===== src/soc_bus_pkg.sv =====
package soc_bus_pkg;

  // bus widths
  localparam int DATA_W = 32;
  localparam int ADDR_W = 32;
  localparam int SEL_W  = DATA_W / 8;

  // region select field, addr[31:28]
  localparam int REGION_LSB = 28;

  localparam logic [ADDR_W-1:0] RAM_BASE = 32'h1000_0000;
  localparam logic [ADDR_W-1:0] LED_BASE = 32'h8000_0000;
  localparam logic [ADDR_W-1:0] KEY_BASE = 32'hC000_0000;

  // on-chip data RAM
  localparam int RAM_WORDS = 1024;
  localparam int RAM_AW    = $clog2(RAM_WORDS);

  // board io
  localparam int LED_W = 8;
  localparam int KEY_W = 2;

  // key block register offsets, matched on addr[3:0]
  localparam logic [3:0] KEY_LEVEL_OFS = 4'h0;
  localparam logic [3:0] KEY_EVENT_OFS = 4'h4;

  // master to slave, held stable until ack
  typedef struct packed {
    logic              stb;   // request valid
    logic              we;    // write
    logic [ADDR_W-1:0] addr;
    logic [DATA_W-1:0] wdata;
    logic [SEL_W-1:0]  sel;   // byte selects
  } bus_req_t;

  // slave to master, fields valid only with ack
  typedef struct packed {
    logic              ack;   // one cycle
    logic              err;   // unmapped access
    logic [DATA_W-1:0] rdata;
  } bus_rsp_t;

endpackage


===== src/bus_decoder.sv =====
module bus_decoder
  import soc_bus_pkg::*;
(
  input  logic     clk,
  input  logic     rst_n_i,
  input  bus_req_t bus_req_i,
  output bus_rsp_t bus_rsp_o,
  output bus_req_t ram_req_o,
  input  bus_rsp_t ram_rsp_i,
  output bus_req_t led_req_o,
  input  bus_rsp_t led_rsp_i,
  output bus_req_t key_req_o,
  input  bus_rsp_t key_rsp_i
);

  logic [ADDR_W-REGION_LSB-1:0] region;
  logic                         hit_ram;
  logic                         hit_led;
  logic                         hit_key;
  logic                         miss;
  logic                         miss_ack_q;

  assign region  = bus_req_i.addr[ADDR_W-1:REGION_LSB];
  assign hit_ram = (region == RAM_BASE[ADDR_W-1:REGION_LSB]);
  assign hit_led = (region == LED_BASE[ADDR_W-1:REGION_LSB]);
  assign hit_key = (region == KEY_BASE[ADDR_W-1:REGION_LSB]);
  assign miss    = ~(hit_ram | hit_led | hit_key);

  // same payload to all slaves, only the hit one sees stb
  always_comb
  begin
    ram_req_o     = bus_req_i;
    led_req_o     = bus_req_i;
    key_req_o     = bus_req_i;
    ram_req_o.stb = bus_req_i.stb & hit_ram;
    led_req_o.stb = bus_req_i.stb & hit_led;
    key_req_o.stb = bus_req_i.stb & hit_key;
  end

  // unmapped access answered here, writes dropped
  always_ff @(posedge clk or negedge rst_n_i)
  begin
    if (!rst_n_i)
      miss_ack_q <= 1'b0;
    else
      miss_ack_q <= bus_req_i.stb & miss & ~miss_ack_q;
  end

  // slave data is only meaningful with its ack, so mask before the OR
  always_comb
  begin
    bus_rsp_o.ack   = ram_rsp_i.ack | led_rsp_i.ack | key_rsp_i.ack | miss_ack_q;
    bus_rsp_o.err   = miss_ack_q | (ram_rsp_i.ack & ram_rsp_i.err)
                    | (led_rsp_i.ack & led_rsp_i.err) | (key_rsp_i.ack & key_rsp_i.err);
    bus_rsp_o.rdata = ({DATA_W{ram_rsp_i.ack}} & ram_rsp_i.rdata)
                    | ({DATA_W{led_rsp_i.ack}} & led_rsp_i.rdata)
                    | ({DATA_W{key_rsp_i.ack}} & key_rsp_i.rdata);
  end

  a_one_slave: assert property (@(posedge clk) disable iff (!rst_n_i)
    $onehot0({ram_req_o.stb, led_req_o.stb, key_req_o.stb}));

  // holds across every slave, the master never sees a stretched ack
  a_ack_pulse: assert property (@(posedge clk) disable iff (!rst_n_i)
    bus_rsp_o.ack |=> !bus_rsp_o.ack);

endmodule


===== config.mk =====
export PLATFORM = sky130hd
export DESIGN_NAME = bus_decoder
export DESIGN_NICKNAME = d
export VERILOG_FILES = /design/src/soc_bus_pkg.sv /design/src/bus_decoder.sv
export SDC_FILE = /design/constraint.sdc
export NUM_CORES = 1
export LEC_CHECK = 0
export BUFFER_PORTS_ARGS = -buffer_cell sky130_fd_sc_hd__buf_2
export CAP_MARGIN = 20
export CORE_AREA = 3 3 164 166
export CTS_CLUSTER_SIZE = 30
export DETAILED_ROUTE_END_ITERATION = 16
export DIE_AREA = 0 0 167 169
export HOLD_SLACK_MARGIN = 0.05
export REMOVE_ABC_BUFFERS = 1
export SETUP_SLACK_MARGIN = 0.15
export SLEW_MARGIN = 10
export SYNTH_ARGS = -nofsm -noshare
export SYNTH_HDL_FRONTEND = slang
export SYNTH_SLANG_ARGS = --single-unit

===== constraint.sdc =====
create_clock -name clk -period 1.32 [get_ports clk]
set_clock_uncertainty 0.2 [all_clocks]
set_input_delay 0.198 -clock clk [delete_from_list [all_inputs] [get_ports clk]]
set_output_delay 0.198 -clock clk [all_outputs]
set_load 0.01 [all_outputs]

==> qor.txt <==
Status = finished with violations
Violated checks = setup timing
Max-cap viol count = 0
CP max-delay cell = a222oi_1
Fmax = 0.698 GHz
Worst slack at placement = -0.297 ns
Min cycle time layout = 1.43 ns
Initial antenna violation count = 18
Sequential cell area fraction in the yosys report = 0.0113
Core Footprint = 0.0258 mm^2
Worst hold slack = 0.196 ns
Mapped cell area = 0.00222 mm^2
Pleak = 1.09 nW
Grt met1 use = 0.117
Post-synth EDFFs = 0
Nets = 432
Worst Tran Pin Value = 0.375 ns
Asr flop ratio synth = 1.00
DRC Markers = 0
Synthesis warning total = 0
GRT Util Overall = 0.174
Final Hold Vio Count = 0
WP data required = 0.92 ns
Final setup margin = -0.112 ns
I/O pin total = 418
GRT Max-Usage Layer = met2
Synth top area share = 0.699
Post-Synthesis Mean Instance Area = 7.51 um^2
Synth cell count leaders = buf_4, inv_1, a222oi_1
Final Total Pwr = 0.000746 W
Predominant post-synthesis flop cell = dfrtp_1
Pwr/cell area = 337 mW/mm^2
Area grow syn2layout = -0.394%
Netlist cell types = 16
TritonRoute pass-1 iters = 12
Ranking of synthesized cells by area = buf_4, a222oi_1, inv_1, buf_6, dfrtp_1
Die area = 0.0282 mm^2
Buf+Inv Stages, Crit Path = 4
Endpoints failing setup = 32
Final Cycle Share = 1.08
IO buf count = 157
CP Cell Sequence = buf_12, buf_4, a222oi_1, inv_1, buf_2
Post-route ant nets = 0
Dpl hpwl = 23,800 um
Critical path arrival = 1.03 ns
Most flops, register = miss_ack_q
First-pass GRT wire length = 30,800 um
Avg WL per Cell = 44.4 um
Number of flip-flops in the largest register = 1
Routed vias = 2,124
Initial core utilization = 0.0863
Dpl cell area = 0.00191 mm^2
Largest net degree at the start of global routing = 15
M2 GR Usage = 0.268
DRT iter0 DRCs = 225
Routability Congestion = 0.866
Final TNS setup = -1.85 ns
Critical path's top delay family = buffers and inverters
Hold Path Class = in2out
Vias in the first global route = 1,937
Max stage delay on crit path = 0.36 ns
Top flop regs = miss_ack_q (1)
Vias per cell = 3.56
Final Max Slew Viols = 0
Worst Setup End Kind = output pin
GR met3 Demand/Resource = 0.234
Yosys top cell by area = buf_4
Die Y = 169 um
Final WL = 26,400 um
RSZ-0062 raised after global routing = yes
Post-Synthesis Cells = 296
Die Wd = 167 um
Placement Rows = 59
Rel. slew slack = 0.750
Clock latency on the worst-skew pair = 0 ns
Most common cell in the synthesized netlist = buf_4
VDD IR-drop max = 0.000212 V
Final Cell Area = 0.00221 mm^2
Flops & latches, synth = 1
Share of cells above drive strength 1 = 0.730
GRT Residual Overflow = 0
Startpoint type of the worst setup path = primary input
Crit Path Max Fanout = 7
Setup CP Type = in2out
[cell type report]
| cell class | count | area (um^2) |
|---|---|---|
| Multi-Input combinational cell | 43 | 454 |
| Tap cell | 335 | 419 |
| Inverter | 33 | 124 |
| Fill cell | 3007 | 23500 |
| Antenna cell | 5 | 12.5 |
| Sequential cell | 1 | 26.3 |
| Timing Repair Buffer | 179 | 1180 |
[power breakdown]
group	switching (W)	internal [W]
registers	0.00000540	0.0000357
clock network	0	0.000000000508
logic	0.000313	0.000391
[through the flow]
step                  util  std cells
finish              0.0860        596
global route        0.0858        594
CTS                 0.0832        589
detailed placement  0.0742        586
global placement    0.0742        586
floorplan                -         77
[cell families after synthesis]
family / after synthesis / share of synthesized area
flops: 1 / 0.0113
simple gates: 8 / 0.0281
compound gates: 35 / 0.154
buf+inv: 252 / 0.807
[worst paths after layout]
| kind | to | slack (ns) | cells past startpoint | startpoint |
|---|---|---|---|---|
| max | bus_rsp_o[2] | -0.11 | 5 | ram_rsp_i[33] |
| min | key_req_o[27] | 0.20 | 0 | bus_req_i[27] |
| max reg2reg | miss_ack_q | 0.14 | 4 | miss_ack_q |
| min reg2reg | miss_ack_q | 0.48 | 3 | miss_ack_q |
| max in group asynchronous | miss_ack_q | 0.51 | 2 | rst_n_i |
| min in group asynchronous | miss_ack_q | 0.31 | 2 | rst_n_i |
[per-layer routing]
| metal | vias up | part of all wire |
|---|---|---|
| met4 | 28 | 0.047 |
| met3 | 59 | 0.28 |
| met2 | 438 | 0.44 |
| met5 | - | 0.0076 |
| met1 | 887 | 0.23 |
| li1 | 712 | - |
[what timing repair did]
item,in CTS,in global routing
endpoints found under the hold margin,1,0
gates cloned,1,1
pin swaps,27,5
buffers inserted,1,1
endpoints found under the setup margin,38,38
hold buffers,1,0
resized for setup,52,5
[cell usage in the layout, fill, tap and decap left out, types with 2 or more instances in the layout]
cell type	instances
buf_12	5
buf_6	10
buf_2	145
buf_4	10
inv_1	32
buf_16	2
diode_2	5
buf_8	5
a222oi_1	32
No activity file was read; power rests on OpenSTA's default activity.
