<file path="config.mk">
export PLATFORM = sky130hd
export DESIGN_NAME = key_slave
export DESIGN_NICKNAME = d
export VERILOG_FILES = /design/src/soc_bus_pkg.sv /design/src/key_slave.sv
export SDC_FILE = /design/constraint.sdc
export NUM_CORES = 1
export LEC_CHECK = 0
export CAP_MARGIN = 20
export CELL_PAD_IN_SITES_DETAIL_PLACEMENT = 0
export CELL_PAD_IN_SITES_GLOBAL_PLACEMENT = 2
export CORE_ASPECT_RATIO = 0.7
export CORE_MARGIN = 2
export CORE_UTILIZATION = 26
export DETAILED_ROUTE_END_ITERATION = 10
export DONT_BUFFER_PORTS = 1
export PLACE_DENSITY_LB_ADDON = 0.1
export SYNTH_ARGS = -nofsm -noshare
export SYNTH_HDL_FRONTEND = slang
export SYNTH_SLANG_ARGS = --single-unit
</file>
<file path="constraint.sdc">
create_clock -name clk -period 1.75 [get_ports clk]
set_clock_uncertainty 0.15 [all_clocks]
set_input_delay 0.175 -clock clk [delete_from_list [all_inputs] [get_ports clk]]
set_output_delay 0.175 -clock clk [all_outputs]
set_load 0.01 [all_outputs]
</file>
<file path="src/soc_bus_pkg.sv">
package soc_bus_pkg;

  // bus widths
  localparam int DATA_W = 32;
  localparam int ADDR_W = 32;
  localparam int SEL_W  = DATA_W / 8;

  // region select field, addr[31:28]
  localparam int REGION_LSB = 28;

  localparam logic [ADDR_W-1:0] RAM_BASE = 32'h1000_0000;
  localparam logic [ADDR_W-1:0] LED_BASE = 32'h8000_0000;
  localparam logic [ADDR_W-1:0] KEY_BASE = 32'hC000_0000;

  // on-chip data RAM
  localparam int RAM_WORDS = 1024;
  localparam int RAM_AW    = $clog2(RAM_WORDS);

  // board io
  localparam int LED_W = 8;
  localparam int KEY_W = 2;

  // key block register offsets, matched on addr[3:0]
  localparam logic [3:0] KEY_LEVEL_OFS = 4'h0;
  localparam logic [3:0] KEY_EVENT_OFS = 4'h4;

  // master to slave, held stable until ack
  typedef struct packed {
    logic              stb;   // request valid
    logic              we;    // write
    logic [ADDR_W-1:0] addr;
    logic [DATA_W-1:0] wdata;
    logic [SEL_W-1:0]  sel;   // byte selects
  } bus_req_t;

  // slave to master, fields valid only with ack
  typedef struct packed {
    logic              ack;   // one cycle
    logic              err;   // unmapped access
    logic [DATA_W-1:0] rdata;
  } bus_rsp_t;

endpackage

</file>
<file path="src/key_slave.sv">
module key_slave
  import soc_bus_pkg::*;
(
  input  logic             clk,
  input  logic             rst_n_i,
  input  logic [KEY_W-1:0] key_i,     // active low
  input  bus_req_t         bus_req_i,
  output bus_rsp_t         bus_rsp_o
);

  logic [KEY_W-1:0]  key_meta;
  logic [KEY_W-1:0]  key_sync;
  logic [KEY_W-1:0]  pressed;
  logic [KEY_W-1:0]  pressed_q;
  logic [KEY_W-1:0]  event_q;
  logic [KEY_W-1:0]  event_clr;
  logic              take;
  logic              ack_q;
  logic [DATA_W-1:0] rdata_q;

  assign pressed   = ~key_sync;
  assign take      = bus_req_i.stb & ~ack_q;
  assign event_clr = (take && bus_req_i.we && bus_req_i.addr[3:0] == KEY_EVENT_OFS) ?
                     bus_req_i.wdata[KEY_W-1:0] : '0;

  always_ff @(posedge clk or negedge rst_n_i)
  begin
    if (!rst_n_i)
    begin
      key_meta  <= '1;  // released
      key_sync  <= '1;
      pressed_q <= '0;
      event_q   <= '0;
      ack_q     <= 1'b0;
    end
    else
    begin
      key_meta  <= key_i;
      key_sync  <= key_meta;
      pressed_q <= pressed;
      // a new press wins over a clear in the same cycle
      event_q   <= (event_q & ~event_clr) | (pressed & ~pressed_q);
      ack_q     <= take;
    end
  end

  always_ff @(posedge clk)
  begin
    if (take)
    begin
      case (bus_req_i.addr[3:0])
        KEY_LEVEL_OFS: rdata_q <= {{(DATA_W-KEY_W){1'b0}}, pressed};
        KEY_EVENT_OFS: rdata_q <= {{(DATA_W-KEY_W){1'b0}}, event_q};
        default:       rdata_q <= '0;
      endcase
    end
  end

  always_comb
  begin
    bus_rsp_o.ack   = ack_q;
    bus_rsp_o.err   = 1'b0;
    bus_rsp_o.rdata = rdata_q;
  end

endmodule

</file>
==> metrics.yaml, run 1 <==
dr.pass1.iters: 2
rsz0062_at_grt: "no"
grt_pass1_vias: 249
r2r_end: "event_q[1]"
slew_violations: 0
cp_slowest_stage_delay_ps: 420
io_buffers: 0
min_period_ps: 1210
cts_buffers: 3
path_max_fanout: 3
die_h_um: 45.2
vias_per_cell: 3.03
max_freq_ghz: 0.824
cp.depth: 3
start_kind: "register"
fin_nets: 143
cts_tree: "done"
grt_max_degree: 10
clock_sinks: 11
drive_above_1_share_pct: 11.8
detail_route.iter0.violations: 8
path_clk_slew_ps: 60
min_path_type: "primary input to register"
layout.area.seq_um2: 290
n_fill_cell: 233
swShare_pct: 25.1
status: "completed"
clkPwrFrac_pct: 32.8
via_count: 303
cp.arrival_ps: 1210
area_growth_pct: 1.39
core_area_um2: 2220
totalWireLength_um: 760
setup_tns_ps: 0
seqPwrFrac_pct: 55.9
critPathBufInv: 0
cp.required_ps: 1750
gr-total-overflow: 0
final_hold_viol_count: 0
seq_area_frac_synth_pct: 45.9
crit_start: "ack_q"
htreeDepth: 1
grt_util_all_layers_pct: 5.86
dieArea_um2: 2850
power_density_nw_per_um2: 793
die_w_um: 62.9
multiInputGateArea_um2: 206
antennaDiodeCount: 0
cts_root_buf: "clkbuf_4"
clockBufferDepth: 2
cap_violations: 0
grt_first_pass_wirelength_um: 1110
worstSetupPathType: "register to register"
gp_congestion: 0.641
setup_violations: 0
irDropWorstVdd_mv: 0.449
finalCritPeriodShare_pct: 69.3
wl_per_cell_um: 7.60
cp_cell_sequence: "and4b_1, nand3_1, o2bb2ai_1"
dp_hpwl_um: 578
reg2reg_depth: 3
avgSynthCellArea_um2: 10.7
r2r-start: "ack_q"
intPower_mw: 0.381
netlist_instances: 59
final_util_pct: 28.8
holdPathStages: 3
slowest_stage: "dfrtp_1"
synth.distinct_cells: 14
start_util_pct: 28.4
pwr-share-comb_pct: 11.2
synth-seq-cells: 11
drc: 0
insertion_delay_ps: 260
num_io_pins: 108
grt_antenna_before_repair: 0
crit_path_end_kind: "register"
switching_power_mw: 0.127
p_leak_nw: 0.306
crit_family: "flip-flops"
ant_nets: 0
yosys_warnings: 0
rrSetupSlack_ps: 540
rows: 14
synth_area_um2: 632
setup.worst_path.end: "event_q[1]"
[cell families after synthesis]
family,Yosys count,synth area share [%]
other,1,0.593
flip-flops,11,45.9
AND/OR/NAND/NOR,9,9.90
AO/OA/AOI/OAI,4,4.36
buffers and inverters,34,39.2
[sequential cells by signal (all words and copies together), names as in the netlist]
name / cells
ack_q: 1
key_meta: 2
rdata_q: 2
event_q: 2
key_sync: 2
pressed_q: 2
[repair_timing]
item	4_1_cts	5_1_grt
hold endpoints to repair	14	0
gates resized for setup	0	0
setup buffers	0	0
endpoints found under the setup margin	0	1
hold buffers	8	0
[metal layers]
layer,part of all wire (%),GRT usage [%],vias to the layer above
met2,34,6.81,37
met4,0,2.67,0
met3,21,5.74,0
met5,0,0,-
met1,46,6.88,123
li1,-,-,143
[cell usage after synthesis]
cell type	instances	area, µm²
o2bb2ai_1	2	17.5
inv_1	2	7.51
edfxtp_1	2	60.1
dfstp_2	4	105
nand2_1	2	7.51
nand3_1	2	10.0
and4b_1	1	10.0
dfrtp_1	5	125
buf_4	32	240
nor2b_1	1	6.26
nor3_4	1	16.3
conb_1	1	3.75
o21ai_0	2	10.0
and2_1	2	12.5
[stage by stage]
step / hold slack [ps] / instance area, µm² / instances / worst slack (ps) / total power [mW]
detailed placement: -270 / 544 / 89 / 548 / 0.328
finish: 1.18 / 641 / 100 / 536 / 0.508
floorplan: -271 / 744 / 89 / 629 / 0.379
CTS: 54.7 / 651 / 101 / 53.1 / 0.519
global route: 0.674 / 641 / 100 / 480 / 0.543
global placement: -270 / 544 / 89 / 521 / 0.329
[area by class of cell]
| type | instances | share of cell area, % |
|---|---|---|
| Clock buffer | 4 | 4.10 |
| Inverter | 2 | 1.17 |
| Multi-Input combinational cell | 44 | 32.2 |
| Sequential cell | 11 | 45.3 |
| Tap cell | 32 | 6.25 |
| Timing Repair Buffer | 7 | 10.9 |
[how the worst min path moves through the flow]
| stage | from | to | slack (ps) |
|---|---|---|---|
| 2_1_floorplan | rst_n_i | ack_q | -270 |
| 3_3_place_gp | rst_n_i | ack_q | -270 |
| 3_5_place_dp | rst_n_i | ack_q | -270 |
| 4_1_cts | bus_req_i[38] | rdata_q[1] | 50 |
| 5_1_grt | bus_req_i[37] | event_q[1] | 0.7 |
| 6_report | bus_req_i[37] | event_q[0] | 1 |
[worst reg2reg max path: stages (launching register included)]
cell and delay [ps]:
dfrtp_1 420, and4b_1 310, nand3_1 90, o2bb2ai_1 130
[power by group through the flow]
stage                     Sequential (mW)  Combinational, mW  Clock, mW
after floorplan                     0.287             0.0922          0
after global placement              0.289             0.0392          0
after detailed placement            0.289             0.0391          0
after CTS                           0.284             0.0577      0.177
after global routing                0.285             0.0648      0.193
final                               0.284             0.0572      0.167
[cells in the final DEF, fill, tap and decap left out]
master / Yosys / layout
o2bb2ai_1: 2 / 2
and4b_1: 1 / 1
clkbuf_4: 0 / 3
nor3_4: 1 / 1
nor2b_1: 1 / 1
dlygate4sd3_1: 0 / 7
dfstp_2: 4 / 4
clkbuf_1: 0 / 1
and2_1: 2 / 2
nand3_1: 2 / 2
inv_1: 2 / 2
edfxtp_1: 2 / 2
dfrtp_1: 5 / 5
o21ai_0: 2 / 2
nand2_1: 2 / 2
conb_1: 1 / 31
Note: power is estimated with default switching activity, not from simulation.
==> run 2, diff against run 1 <==
--- a/config.mk
+++ b/config.mk
@@ -10,7 +10,7 @@
 export CELL_PAD_IN_SITES_GLOBAL_PLACEMENT = 2
 export CORE_ASPECT_RATIO = 0.7
 export CORE_MARGIN = 2
-export CORE_UTILIZATION = 26
+export CORE_UTILIZATION = 25
 export DETAILED_ROUTE_END_ITERATION = 10
 export DONT_BUFFER_PORTS = 1
 export PLACE_DENSITY_LB_ADDON = 0.1
==> constraint.sdc (replaced) <==
create_clock -name clk -period 1.2 [get_ports clk]
set_clock_uncertainty 0.15 [all_clocks]
set_input_delay 0.12 -clock clk [delete_from_list [all_inputs] [get_ports clk]]
set_output_delay 0.12 -clock clk [all_outputs]
set_load 0.01 [all_outputs]
==> metrics.yaml, run 2 (synthesized netlist as in run 1, its figures left out) <==
path_max_fanout: 4  # was 3
hp-start: "bus_req_i[38]"  # was bus_req_i[37]
cp_cell_sequence: "dlygate4sd3_1, nor3_4, nand3_1, o2bb2ai_1"  # was and4b_1, nand3_1, o2bb2ai_1
insertion_delay_ps: 270  # was 260 ps
layout_common_cells: "31 x conb_1, 9 x dlygate4sd3_1, 5 x dfrtp_1, 4 x dfstp_2, 3 x clkbuf_4"  # was 31 x conb_1, 7 x dlygate4sd3_1, 5 x dfrtp_1, 4 x dfstp_2, 3 x clkbuf_4
wl_per_cell_um: 7.56  # was 7.60 µm
min_to: "rdata_q[1]"  # was event_q[0]
grt_util_all_layers_pct: 6.08  # was 5.86%
drc: 0  # unchanged
cp_slowest_stage_delay_ps: 570  # was 420 ps
dp_hpwl_um: 636  # was 578 µm
gp_congestion: 0.647  # was 0.641
post-cts-setup-buffers: 0  # unchanged
core_area_um2: 2420  # was 2220 µm²
via_count: 328  # was 303
cts_root_buf: "clkbuf_4"  # unchanged
dr.pass1.iters: 2  # unchanged
pwr-share-comb_pct: 13.0  # was 11.2%
min_path_type: "primary input to register"  # unchanged
slew_violations: 0  # unchanged
cts_tree: "done"  # unchanged
gr-total-overflow: 0  # unchanged
clkPwrFrac_pct: 32.6  # was 32.8%
max_freq_ghz: 0.861
crit_path_end_kind: "register"  # unchanged
antennaDiodeCount: 0  # unchanged
power_density_nw_per_um2: 1120  # was 793 nW/µm²
fin_nets: 147  # was 143
vias_per_cell: 3.09  # was 3.03
grt_first_pass_wirelength_um: 1190  # was 1110 µm
dieArea_um2: 2950  # was 2850 µm²
ant_nets: 0  # unchanged
worstSetupPathType: "primary input to register"  # was register to register
die_h_um: 46.1  # was 45.2 µm
holdPathStages: 3  # unchanged
grt_pass1_vias: 266  # was 249
rsz0062_at_grt: "yes"  # was no
n_fill_cell: 262  # was 233
rrSetupSlack_ps: 40  # was 540 ps
setup_violations: 0  # unchanged
layout_setup_ws_ps: 38.8  # was 536 ps
dp_slack_ps: 41.4  # was 548 ps
r2r_end: "event_q[0]"  # was event_q[1]
cts_buffers: 3  # unchanged
intPower_mw: 0.559  # was 0.381 mW
drive_above_1_share_pct: 15.3  # was 11.8%
clock_sinks: 11  # unchanged
reg2reg_depth: 3  # unchanged
io_buffers: 0  # unchanged
totalWireLength_um: 801  # was 760 µm
critPathBufInv: 1  # was 0
clockBufferDepth: 2  # unchanged
cp.depth: 4  # was 3
swShare_pct: 26.4  # was 25.1%
hold-worst-slack_ps: 20.5  # was 1.18 ps
htreeDepth: 1  # unchanged
r2r-start: "ack_q"  # unchanged
area_growth_pct: 7.52  # was 1.39%
rows: 15  # was 14
status: "completed"  # unchanged
finalCritPeriodShare_pct: 96.8
final_util_pct: 28.1  # was 28.8%
final_hold_viol_count: 0  # unchanged
crit_family: "buffers and inverters"  # was flip-flops
detail_route.iter0.violations: 2  # was 8
seqPwrFrac_pct: 54.4  # was 55.9%
start_kind: "primary input"  # was register
die_w_um: 64.1  # was 62.9 µm
grt_max_degree: 10  # unchanged
p_leak_nw: 0.327  # was 0.306 nW
report.power.total_mw: 0.760  # was 0.508 mW
irDropWorstVdd_mv: 0.591  # was 0.449 mV
switching_power_mw: 0.200  # was 0.127 mW
cp.arrival_ps: 1170  # was 1210 ps
min_period_ps: 1160
num_io_pins: 108  # unchanged
setup_tns_ps: 0  # unchanged
cap_violations: 0  # unchanged
cp.required_ps: 1200  # was 1750 ps
slowest_stage: "dlygate4sd3_1"  # was dfrtp_1
path_clk_slew_ps: 70  # was 60 ps
grt_antenna_before_repair: 0  # unchanged
start_util_pct: 26.1  # was 28.4%
mostFrequentLayoutCell: "conb_1"  # unchanged
[run 2: worst max path at each step]
stage	slack [ps]	from	to
3_5_place_dp	40	ack_q	event_q[1]
6_report	40	bus_req_i[37]	event_q[0]
3_3_place_gp	20	ack_q	event_q[1]
2_1_floorplan	80	key_sync[1]	rdata_q[1]
4_1_cts	20	ack_q	event_q[1]
5_1_grt	-20	ack_q	event_q[0]
[run 2: metrics by stage]
stage	instances	instance area, µm²
floorplan	89	744
global placement	93	562
detailed placement	93	562
CTS	106	679
global route	106	679
finish	106	679
[run 2: power groups by stage]
stage	combinational, mW	sequential [mW]	clock, mW
6_report	0.0984	0.413	0.248
3_5_place_dp	0.0650	0.421	0
2_1_floorplan	0.135	0.418	0
4_1_cts	0.0969	0.413	0.260
5_1_grt	0.111	0.416	0.289
3_3_place_gp	0.0652	0.420	0
[run 2: tightest hold or removal path: stages]
cell and delay [ps]:
nand2_1 30, o21ai_1 60, and2_1 120
[run 2: what timing repair did]
action | 4_1_cts | 5_1_grt
hold buffers | 9 | 0
hold endpoints to repair | 14 | 0
resized for setup | 0 | 2
setup endpoints to repair | 0 | 4
[run 2: routing by layer]
metal / share of wire (%) / wire, µm / GRT usage [%] / vias to the layer above
li1: - / - / - / 152
met1: 44 / 355 / 6.20 / 146
met2: 41 / 329 / 8.96 / 30
met3: 14 / 116 / 5.38 / 0
met4: 0 / 0 / 2.55 / 0
met5: 0 / 0 / 0 / -
[run 2: cell type report]
| type | count | area, µm² | share of cell area [%] |
|---|---|---|---|
| flip-flops and latches | 11 | 290 | 42.7 |
| multi-input cells | 44 | 206 | 30.4 |
| repair buffers | 11 | 105 | 15.5 |
| well taps | 34 | 42.5 | 6.26 |
| clock buffers | 3 | 22.5 | 3.31 |
| inverters | 2 | 7.51 | 1.10 |
| clock inverters | 1 | 5.00 | 0.737 |
