<file path="src/soc_bus_pkg.sv">
package soc_bus_pkg;

  // bus widths
  localparam int DATA_W = 32;
  localparam int ADDR_W = 32;
  localparam int SEL_W  = DATA_W / 8;

  // region select field, addr[31:28]
  localparam int REGION_LSB = 28;

  localparam logic [ADDR_W-1:0] RAM_BASE = 32'h1000_0000;
  localparam logic [ADDR_W-1:0] LED_BASE = 32'h8000_0000;
  localparam logic [ADDR_W-1:0] KEY_BASE = 32'hC000_0000;

  // on-chip data RAM
  localparam int RAM_WORDS = 1024;
  localparam int RAM_AW    = $clog2(RAM_WORDS);

  // board io
  localparam int LED_W = 8;
  localparam int KEY_W = 2;

  // key block register offsets, matched on addr[3:0]
  localparam logic [3:0] KEY_LEVEL_OFS = 4'h0;
  localparam logic [3:0] KEY_EVENT_OFS = 4'h4;

  // master to slave, held stable until ack
  typedef struct packed {
    logic              stb;   // request valid
    logic              we;    // write
    logic [ADDR_W-1:0] addr;
    logic [DATA_W-1:0] wdata;
    logic [SEL_W-1:0]  sel;   // byte selects
  } bus_req_t;

  // slave to master, fields valid only with ack
  typedef struct packed {
    logic              ack;   // one cycle
    logic              err;   // unmapped access
    logic [DATA_W-1:0] rdata;
  } bus_rsp_t;

endpackage

</file>
<file path="src/led_slave.sv">
module led_slave
  import soc_bus_pkg::*;
(
  input  logic             clk,
  input  logic             rst_n_i,
  input  bus_req_t         bus_req_i,
  output bus_rsp_t         bus_rsp_o,
  output logic [LED_W-1:0] led_o
);

  logic             take;
  logic             ack_q;
  logic [LED_W-1:0] led_q;

  assign take = bus_req_i.stb & ~ack_q;

  always_ff @(posedge clk or negedge rst_n_i)
  begin
    if (!rst_n_i)
    begin
      ack_q <= 1'b0;
      led_q <= '0;
    end
    else
    begin
      ack_q <= take;
      if (take && bus_req_i.we && bus_req_i.sel[0]) // low byte lane only
        led_q <= bus_req_i.wdata[LED_W-1:0];
    end
  end

  assign led_o = led_q;

  always_comb
  begin
    bus_rsp_o.ack   = ack_q;
    bus_rsp_o.err   = 1'b0;
    bus_rsp_o.rdata = {{(DATA_W-LED_W){1'b0}}, led_q};
  end

endmodule

</file>
<file path="config.mk">
export PLATFORM = sky130hd
export DESIGN_NAME = led_slave
export DESIGN_NICKNAME = d
export VERILOG_FILES = /design/src/soc_bus_pkg.sv /design/src/led_slave.sv
export SDC_FILE = /design/constraint.sdc
export NUM_CORES = 1
export LEC_CHECK = 0
export ABC_AREA = 1
export BUFFER_PORTS_ARGS = -buffer_cell sky130_fd_sc_hd__buf_2
export CAP_MARGIN = 20
export CORE_ASPECT_RATIO = 0.9
export CORE_MARGIN = 4
export CORE_UTILIZATION = 26
export DETAILED_ROUTE_END_ITERATION = 10
export MAX_ROUTING_LAYER = met4
export PLACE_DENSITY = 0.92
export SYNTH_ARGS = -nofsm -noshare
export SYNTH_HDL_FRONTEND = slang
export SYNTH_SLANG_ARGS = --single-unit
</file>
<file path="constraint.sdc">
create_clock -name clk -period 1.2 [get_ports clk]
set_input_delay 0.06 -clock clk [delete_from_list [all_inputs] [get_ports clk]]
set_output_delay 0.06 -clock clk [all_outputs]
set_load 0.01 [all_outputs]
</file>
==> summary.md, run 1 <==
| Metric | Value |
|---|---|
| FF-to-FF path depth | `4` |
| Asr flop ratio synth | `100%` |
| Worst setup endpoint | `led_o[0]$_DFFE_PN0P_` |
| Largest net degree at the start of global routing | `11` |
| Final Cycle Share | `between 80% and 90%` |
| CP arrival | `about 1100 ps` |
| Worst Setup End Kind | `flip-flop` |
| Synthesized instance count | `73` |
| Initial antenna violation count | `0` |
| Final-report hold violation count | `0` |
| Post-synthesis sequential area ratio | `35.9%` |
| Setup violators final | `0` |
| Sink Count | `9` |
| Fmax | `1030 MHz` |
| Yosys warnings | `0` |
| Area growth syn-to-layout | `7.98%` |
| Most frequent cell after synthesis | `buf_4` |
| DRT Pass-1 Iters | `2` |
| Cell mode on critical path | `nand2_1` |
| GRT Resource Usage Total | `6.83%` |
| Worst path max stage delay | `440 ps` |
| CP top delay family | `flip-flops` |
| Nets@finish | `170` |
| Die footprint | `0.00326 mm2` |
| TritonCTS clock tree | `built` |
| Ant diodes | `0` |
| WL per Instance | `9.57 um` |
| # IOs | `114` |
| Core area | `0.00224 mm2` |
| CP cell instances | `nor2_8, nand2_4, nand2_1, nand2_1` |
| RSZ-0062 raised after global routing | `no` |
| Number of global-route vias before repair | `between 300 and 400` |
| CTS H-Tree Depth | `1` |
| R2R Setup Slk | `230 ps` |
| Initial Util | `between 20% and 30%` |
| Clk_lat worst skew | `260 ps` |
| DR iter-0 viols | `5` |
| Vias per std cell | `3.49` |
| DRC | `0` |
| Cell depth of the worst setup path | `4` |
| Final wirelength | `1.19 mm` |
| Crit start category | `flip-flop` |
| EDFF count, synth | `0` |
| Fin. max-slew vios | `0` |
| Final ANT Viol Nets | `0` |
| Yosys reg bits | `9` |
| Post-CTS sizing | `0` |
| Buf/Inv on CP | `0` |
| Synth top area share | `approximately 41%` |
| Area leader, netlist | `buf_4` |
| Master of the slowest instance on the critical path | `dfrtp_1` |
| CTS max path bufs | `2` |
| CTS clk-pin slew, worst paths | `60 ps` |
| WS Path Type | `reg2reg` |
| Req. time, crit path | `1340 ps` |
| Layout cells sized above 1 | `36.1%` |
| Maximum fanout along the worst path | `10` |
| # rows | `16` |
| Placed wire-length estimate | `around 1000 um` |
| Crit Reg-Reg Startpoint | `ack_q$_DFF_PN0_` |
| IO Port Bufs | `29` |
| Grt total ovfl | `0` |
| Global-route wire length before repair | `1.55 mm` |
| Critical Path Start | `ack_q$_DFF_PN0_` |
| Synth area leaders | `buf_4 41%, dfrtp_1 36%, nand2_1 10%, nand3_1 6.4%, nor2_8 3.2%` |
| Final Skew | `7.21 ps` |
| DIE HEIGHT | `approximately 55 um` |
| Via count | `433` |
| Worst vdd ir | `0.000405 V` |
| Most instantiated cells after synthesis | `34 x buf_4, 17 x nand2_1, 9 x dfrtp_1` |
| Mapped cell area | `627 um2` |
| Unique cell type count in the Yosys netlist | `9` |
| Die width | `59.8 um` |
| Outcome | `finished, final reports clean` |
| Hold depth | `3` |
| Mean Syn Cell Area | `8.59 um2` |
| RD Place Congestion | `between 0.7 and 0.8` |
| Worst hold path type | `in2reg` |
| Filler cell count | `246` |
| Num CTS Buffers | `3` |
| Fin Setup TNS | `0 ps` |
| Final Cell Area | `677 um2` |
| Static Leak | `0.437 nW` |
| Max-cap violations | `0` |
| R2R Path End | `led_o[0]$_DFFE_PN0P_` |
| CTS Root Buffer Type | `clkbuf_4` |
| Tmin final | `972 ps` |
| Worst hold margin | `35.1 ps` |
| Top_reg_cell synth | `dfrtp_1` |
| Dpl cell area | `641 um2` |
| Power per cell area | `1370 mW/mm2` |
## stage by stage
| step | setup slack (ps) | utilization (%) | std cells | power, mW |
|---|---|---|---|---|
| after floorplan | 310 | - | 97 | 0.691 |
| after global placement | 241 | 28.6 | 119 | 0.694 |
| after detailed placement | 239 | 28.6 | 119 | 0.705 |
| after CTS | 223 | 30.2 | 124 | 0.943 |
| after global routing | 146 | 30.2 | 124 | 0.993 |
| final | 228 | 30.2 | 124 | 0.926 |
## flip-flops by register name (all words and copies together) (netlist names)
signal / flops
led_o: 8
ack_q: 1
## kinds of logic (layout without fill, tap and decap cells)
| group | Yosys count | in the layout | share of synthesized area [%] |
|---|---|---|---|
| buffers and inverters | 36 | 36 | 41.9 |
| AND/OR/NAND/NOR | 27 | 27 | 21.6 |
| flip-flops | 9 | 9 | 35.9 |
| other | 1 | 25 | 0.598 |
## cell usage in the layout (no fill, tap or decap), drive strengths merged
| cell | Yosys | layout |
|---|---|---|
| dfrtp | 9 | 9 |
| nand3 | 8 | 8 |
| clkbuf | 0 | 4 |
| dlygate4sd3 | 0 | 1 |
| inv | 2 | 2 |
| nor2 | 1 | 1 |
| nand2 | 18 | 18 |
| buf | 34 | 29 |
| conb | 1 | 25 |
## layout make-up
class | count | area [um2] | area share, %
Timing Repair Buffer | 30 | 155 | 22.9
Sequential cell | 9 | 225 | 33.3
Inverter | 2 | 7.51 | 1.11
Multi-Input combinational cell | 52 | 229 | 33.8
Tap cell | 27 | 33.8 | 4.99
Clock buffer | 4 | 26.3 | 3.88
## power by group
group          switching (mW)  total (mW)  internal [mW]
sequential             0.0422       0.401          0.359
combinational           0.183       0.296          0.113
clock                   0.101       0.228          0.128
## per-layer routing
metal	track usage, %	vias up	wire (um)
li1	-	213	-
met1	8.45	176	451
met2	9.89	42	503
met3	0.943	2	222
met4	5.54	0	10
met5	-	-	0
## what timing repair did
action,CTS,global route
hold buffers,1,0
endpoints found under the hold margin,9,0
buffers inserted,0,0
## worst reg2reg max path: stages (launching register included)
cell     delay, ps
dfrtp_1        440
nor2_8         200
nand2_4        100
nand2_1         70
nand2_1         50
## how the worst min path moves through the flow
stage               slack [ps]     startpoint                   end
detailed placement         -80        rst_n_i  led_o[3]$_DFFE_PN0P_
global placement           -90        rst_n_i  led_o[3]$_DFFE_PN0P_
floorplan                 -240        rst_n_i       ack_q$_DFF_PN0_
finish                      40   bus_req_i[9]  led_o[5]$_DFFE_PN0P_
global route                50  bus_req_i[11]  led_o[7]$_DFFE_PN0P_
CTS                         30   bus_req_i[9]  led_o[5]$_DFFE_PN0P_
Power figures use the tool's default switching activity.
==> run 2: changes to the inputs <==
clock period = 1 ns   (was 1.2 ns; I/O delays follow)
==> run 2 against run 1 <==
Net effect:
- die area did not move
- total power increased by 21%
- setup slack worse by 140 ps
- clock power grew 19%
- sequential power up 20%
- critical path type is now reg2out
- largest power group unchanged
==> summary.md, run 2 (synthesized netlist as in run 1, its figures left out) <==
| Metric | Value |
|---|---|
| WS Path Type | `reg2out (was reg2reg)` |
| Worst Setup End Kind | `primary output (was flip-flop)` |
| Fin Setup TNS | `0 ps (unchanged)` |
| Worst path max stage delay | `440 ps (about the same)` |
| # rows | `16 (unchanged)` |
| Vias per std cell | `3.48 (was 3.49)` |
| CTS max path bufs | `2 (unchanged)` |
| Fin. max-slew vios | `0 (unchanged)` |
| Grt total ovfl | `0 (unchanged)` |
| CTS H-Tree Depth | `1 (unchanged)` |
| Max-cap violations | `0 (unchanged)` |
| CTS clk-pin slew, worst paths | `60 ps (about the same)` |
| Placed wire-length estimate | `1000 um (unchanged)` |
| Most frequent cells in the layout | `29 x buf_2, 25 x conb_1, 17 x nand2_1 (unchanged)` |
| Non-Filler Instances | `126 (was 124)` |
| Initial antenna violation count | `0 (unchanged)` |
| Worst Hold Path EP | `led_o[5]$_DFFE_PN0P_ (unchanged)` |
| Final Util | `31.4% (was 30.2%)` |
| Buf/Inv on CP | `1 (was 0)` |
| DIE HEIGHT | `54.6 um (unchanged)` |
| Nets@finish | `172 (was 170)` |
| Final Cycle Share | `91.3%` |
| TritonCTS clock tree | `built (unchanged)` |
| RD Place Congestion | `0.710 (unchanged)` |
| Commonest non-fill, non-tap cell in the layout | `buf_2 (unchanged)` |
| DRT Pass-1 Iters | `2 (unchanged)` |
| Setup violators final | `0 (unchanged)` |
| Tmin final | `between 900 and 1000 ps` |
| R2R Path End | `led_o[0]$_DFFE_PN0P_ (unchanged)` |
| FF-to-FF path depth | `4 (unchanged)` |
| Final wirelength | `1.19 mm (about the same)` |
| Core area | `0.00224 mm2 (unchanged)` |
| Met1 WL | `443 um (was 451 um)` |
| Final ANT Viol Nets | `0 (unchanged)` |
| Final worst setup slack | `86.7 ps (was 228 ps)` |
| Post-CTS sizing | `0 (unchanged)` |
| R2R Setup Slk | `110 ps (was 230 ps)` |
| Pwr Total | `1.12 mW (was 926 uW)` |
| CTS Root Buffer Type | `clkbuf_4 (unchanged)` |
| Filler cell count | `243 (was 246)` |
| Ant diodes | `0 (unchanged)` |
| Die footprint | `0.00326 mm2 (unchanged)` |
| IO Port Bufs | `29 (unchanged)` |
| Dpl cell area | `641 um2 (unchanged)` |
| Static Leak | `0.451 nW (was 0.437 nW)` |
| Maximum fanout along the worst path | `2 (was 10)` |
| Layout cells sized above 1 | `37.4% (was 36.1%)` |
| Die width | `59.8 um (unchanged)` |
| Worst Min Path Start | `bus_req_i[9] (unchanged)` |
| Clk_lat worst skew | `250 ps (was 260 ps)` |
| Max reg flops | `8 (unchanged)` |
| WL per Instance | `9.48 um (was 9.57 um)` |
| CP top delay family | `flip-flops (unchanged)` |
| Outcome | `finished, final reports clean (unchanged)` |
| Area growth syn-to-layout | `12.4% (was 7.98%)` |
| Final Cell Area | `704 um2 (was 677 um2)` |
| Via count | `439 (was 433)` |
| Crit start category | `flip-flop (unchanged)` |
| Final-report hold violation count | `0 (unchanged)` |
| CP cell instances | `buf_2 (was nor2_8, nand2_4, nand2_1, nand2_1)` |
| # IOs | `114 (unchanged)` |
| CP arrival | `860 ps (was 1110 ps)` |
| Master of the slowest instance on the critical path | `dfrtp_1 (unchanged)` |
| Req. time, crit path | `950 ps (was 1340 ps)` |
| Num CTS Buffers | `3 (unchanged)` |
| Dpl ws | `39.4 ps (was 239 ps)` |
| DR iter-0 viols | `5 (unchanged)` |
| RSZ-0062 raised after global routing | `no (unchanged)` |
| Fmax | `about 1100 MHz` |
| Metal3 WL | `222 um (unchanged)` |
| Hold depth | `3 (unchanged)` |
| Worst hold margin | `27.6 ps (was 35.1 ps)` |
| Sink Count | `9 (unchanged)` |
| GRT Resource Usage Total | `6.83% (unchanged)` |
| Number of global-route vias before repair | `374 (unchanged)` |
| DRC | `0 (unchanged)` |
| Power per cell area | `1600 mW/mm2 (was 1370 mW/mm2)` |
| Crit Reg-Reg Startpoint | `ack_q$_DFF_PN0_ (unchanged)` |
| Cells after DPL | `119 (unchanged)` |
| Worst vdd ir | `0.000497 V (was 0.000405 V)` |
| Global-route wire length before repair | `1.55 mm (unchanged)` |
| Initial Util | `28.0% (unchanged)` |
| Met2 WL | `519 um (was 503 um)` |
| Largest net degree at the start of global routing | `11 (unchanged)` |
| Uppermost layer routed | `met4 (unchanged)` |
| Worst hold path type | `in2reg (unchanged)` |
| Final Skew | `5.38 ps (was 7.21 ps)` |
## run 2: report_power, final
| part | switching [mW] | internal [mW] |
|---|---|---|
| logic | 0.223 | 0.149 |
| clock network | 0.118 | 0.153 |
| registers | 0.0497 | 0.431 |
| total | 0.391 | 0.733 |
## run 2: worst max-delay path by stage
stage,end,depth (start not counted),from
after floorplan,led_o[0]$_DFFE_PN0P_,4,ack_q$_DFF_PN0_
after global placement,led_o[4]$_DFFE_PN0P_,4,ack_q$_DFF_PN0_
after detailed placement,led_o[0]$_DFFE_PN0P_,4,ack_q$_DFF_PN0_
after CTS,led_o[0]$_DFFE_PN0P_,4,ack_q$_DFF_PN0_
after global routing,led_o[1]$_DFFE_PN0P_,4,ack_q$_DFF_PN0_
final,bus_rsp_o[33],1,ack_q$_DFF_PN0_
## run 2: area by class of cell
type	instances	area [um2]	area share, %
Clock buffer	4	26.3	3.73
Inverter	2	7.51	1.07
Multi-Input combinational cell	52	229	32.5
Sequential cell	9	225	32.0
Tap cell	27	33.8	4.80
Timing Repair Buffer	32	183	25.9
## run 2: per-layer routing
layer / vias to the layer above / GRT usage (%)
li1: 219 / -
met1: 176 / 8.45
met2: 42 / 9.89
met3: 2 / 0.943
met4: 0 / 5.54
met5: - / -
## run 2: what timing repair did
action | 4_1_cts | 5_1_grt
hold endpoints to repair | 9 | 0
setup endpoints to repair | 0 | 8
hold buffers | 1 | 0
setup buffers | 0 | 2
==> run 3: changes to the inputs <==
ABC_CLOCK_PERIOD_IN_PS = 1000   (was default)
CORE_ASPECT_RATIO = default   (was 0.9)
==> run 3 against run 2 <==
Net effect:
- global-route usage down 0.40 points
- sequential share of layout area up 0.17 points
- via count up 2.5%
- clock skew down 4.4 ps
- critical path depth up 3
- utilization down 0.34 points
- critical path type is now reg2reg
- final area down 0.53%
- sequential power about the same
==> summary.md, run 3 (synthesized netlist as in run 1, its figures left out) <==
| Metric | Value |
|---|---|
| Outcome | `finished, final reports clean (unchanged)` |
| Req. time, crit path | `1190 ps (was 950 ps)` |
| Initial antenna violation count | `0 (unchanged)` |
| Worst path max stage delay | `430 ps (was 440 ps)` |
| Max reg flops | `8 (unchanged)` |
| DIE HEIGHT | `57.1 um (was 54.6 um)` |
| TritonCTS clock tree | `built (unchanged)` |
| Via count | `450 (was 439)` |
| Grt total ovfl | `0 (unchanged)` |
| GRT Resource Usage Total | `6.43% (was 6.83%)` |
| Largest net degree at the start of global routing | `11 (unchanged)` |
| CTS Root Buffer Type | `clkbuf_4 (unchanged)` |
| CTS clk-pin slew, worst paths | `60 ps (about the same)` |
| Master of the slowest instance on the critical path | `dfrtp_1 (unchanged)` |
| Area growth syn-to-layout | `11.8% (was 12.4%)` |
| # rows | `17 (was 16)` |
| IO Port Bufs | `29 (unchanged)` |
| Final Util | `31.1% (was 31.4%)` |
| Global-route wire length before repair | `1.53 mm (was 1.55 mm)` |
| Fin. max-slew vios | `0 (unchanged)` |
| # IOs | `114 (unchanged)` |
| Filler cell count | `246 (was 243)` |
| Maximum fanout along the worst path | `6 (was 2)` |
| Layout cells sized above 1 | `38.0% (was 37.4%)` |
| Vias per std cell | `3.52 (was 3.48)` |
| Most frequent cells in the layout | `29 x buf_2, 25 x conb_1, 17 x nand2_1 (unchanged)` |
| CP cell instances | `nor2_8, buf_4, nand3_1, nand2_1 (was buf_2)` |
| Worst Setup End Kind | `flip-flop (was primary output)` |
| Die footprint | `0.00326 mm2 (about the same)` |
| DRT Pass-1 Iters | `2 (unchanged)` |
| DRC | `0 (unchanged)` |
| Static Leak | `0.452 nW (was 0.451 nW)` |
| Placed wire-length estimate | `1.01 mm (was 1000 um)` |
| Final Skew | `1.02 ps (was 5.38 ps)` |
| DR iter-0 viols | `1 (was 5)` |
| Setup violators final | `0 (unchanged)` |
| WS Path Type | `reg2reg (was reg2out)` |
| Post-CTS sizing | `0 (unchanged)` |
| Worst vdd ir | `0.000403 V (was 0.000497 V)` |
| Num CTS Buffers | `3 (unchanged)` |
| Final-report hold violation count | `0 (unchanged)` |
| Final wirelength | `1.19 mm (unchanged)` |
| Initial Util | `27.8% (was 28.0%)` |
| Number of global-route vias before repair | `348 (was 374)` |
| Commonest non-fill, non-tap cell in the layout | `buf_2 (unchanged)` |
| Core area | `0.00225 mm2 (was 0.00224 mm2)` |
| Nets@finish | `173 (was 172)` |
| Ant diodes | `0 (unchanged)` |
| CP arrival | `1100 ps (was 860 ps)` |
| Fin Setup TNS | `0 ps (unchanged)` |
| Worst hold path type | `in2reg (unchanged)` |
| RD Place Congestion | `0.680 (was 0.710)` |
| Clk_lat worst skew | `250 ps (about the same)` |
| Max-cap violations | `0 (unchanged)` |
| Fmax | `1100 MHz (was 1090 MHz)` |
| RSZ-0062 raised after global routing | `no (unchanged)` |
| Die width | `57.1 um (was 59.8 um)` |
| Final Cycle Share | `91.1% (was 91.3%)` |
| WL per Instance | `9.33 um (was 9.48 um)` |
| Power per cell area | `1600 mW/mm2 (about the same)` |
| Sink Count | `9 (unchanged)` |
| Crit start category | `flip-flop (unchanged)` |
| CTS H-Tree Depth | `1 (unchanged)` |
| Tmin final | `911 ps (was 913 ps)` |
| CTS max path bufs | `2 (unchanged)` |
| Final ANT Viol Nets | `0 (unchanged)` |
run 3: what timing repair did:
item,CTS,global route
setup endpoints to repair,0,8
hold buffers,1,0
buffers inserted,0,3
hold endpoints to repair,9,0
run 3: cell type report:
class | count | area [um2] | area share [%]
inverters | 2 | 7.51 | 1.07
multi-input cells | 52 | 229 | 32.7
repair buffers | 33 | 178 | 25.4
flip-flops and latches | 9 | 225 | 32.1
well taps | 28 | 35.0 | 5.00
clock buffers | 4 | 26.3 | 3.75
run 3: worst paths after layout:
check / from / slack (ps) / to / cells after the start
worst min-delay path: bus_req_i[5] / 30 / led_o[1]$_DFFE_PN0P_ / 3
worst min register to register: led_o[1]$_DFFE_PN0P_ / 490 / led_o[1]$_DFFE_PN0P_ / 2
min in group asynchronous: rst_n_i / 190 / led_o[5]$_DFFE_PN0P_ / 2
max in group asynchronous: rst_n_i / 640 / ack_q$_DFF_PN0_ / 2
worst max-delay path: ack_q$_DFF_PN0_ / 90 / led_o[5]$_DFFE_PN0P_ / 4
worst max register to register: ack_q$_DFF_PN0_ / 90 / led_o[5]$_DFFE_PN0P_ / 4
run 3: power by group:
| group | switching (mW) | internal [mW] |
|---|---|---|
| combinational | 0.225 | 0.146 |
| sequential | 0.0505 | 0.431 |
| clock | 0.117 | 0.153 |
run 3: metal layers:
layer | up-vias | wire [um] | track usage, %
met5 | - | 0 | -
met4 | 0 | 22 | 4.97
met3 | 2 | 216 | 2.49
met2 | 38 | 519 | 9.46
met1 | 188 | 436 | 6.89
li1 | 222 | - | -
run 3: through the flow:
step | hold slack (ps) | instances | power (mW) | instance area [um2] | setup WS, ps
floorplan | -246 | 97 | 0.829 | 717 | 110
global placement | -98.7 | 120 | 0.835 | 642 | 63.9
detailed placement | -94.5 | 120 | 0.847 | 642 | 35.8
CTS | 22.8 | 125 | 1.12 | 678 | 26.6
global route | 20.0 | 128 | 1.19 | 701 | 14.3
finish | 27.9 | 128 | 1.12 | 701 | 89.4
run 3: critical path, delay by kind of cell, from the launching register on:
kind          cells  cell delay (ps)
simple gates      3              280
flops             1              430
buf+inv           1              140
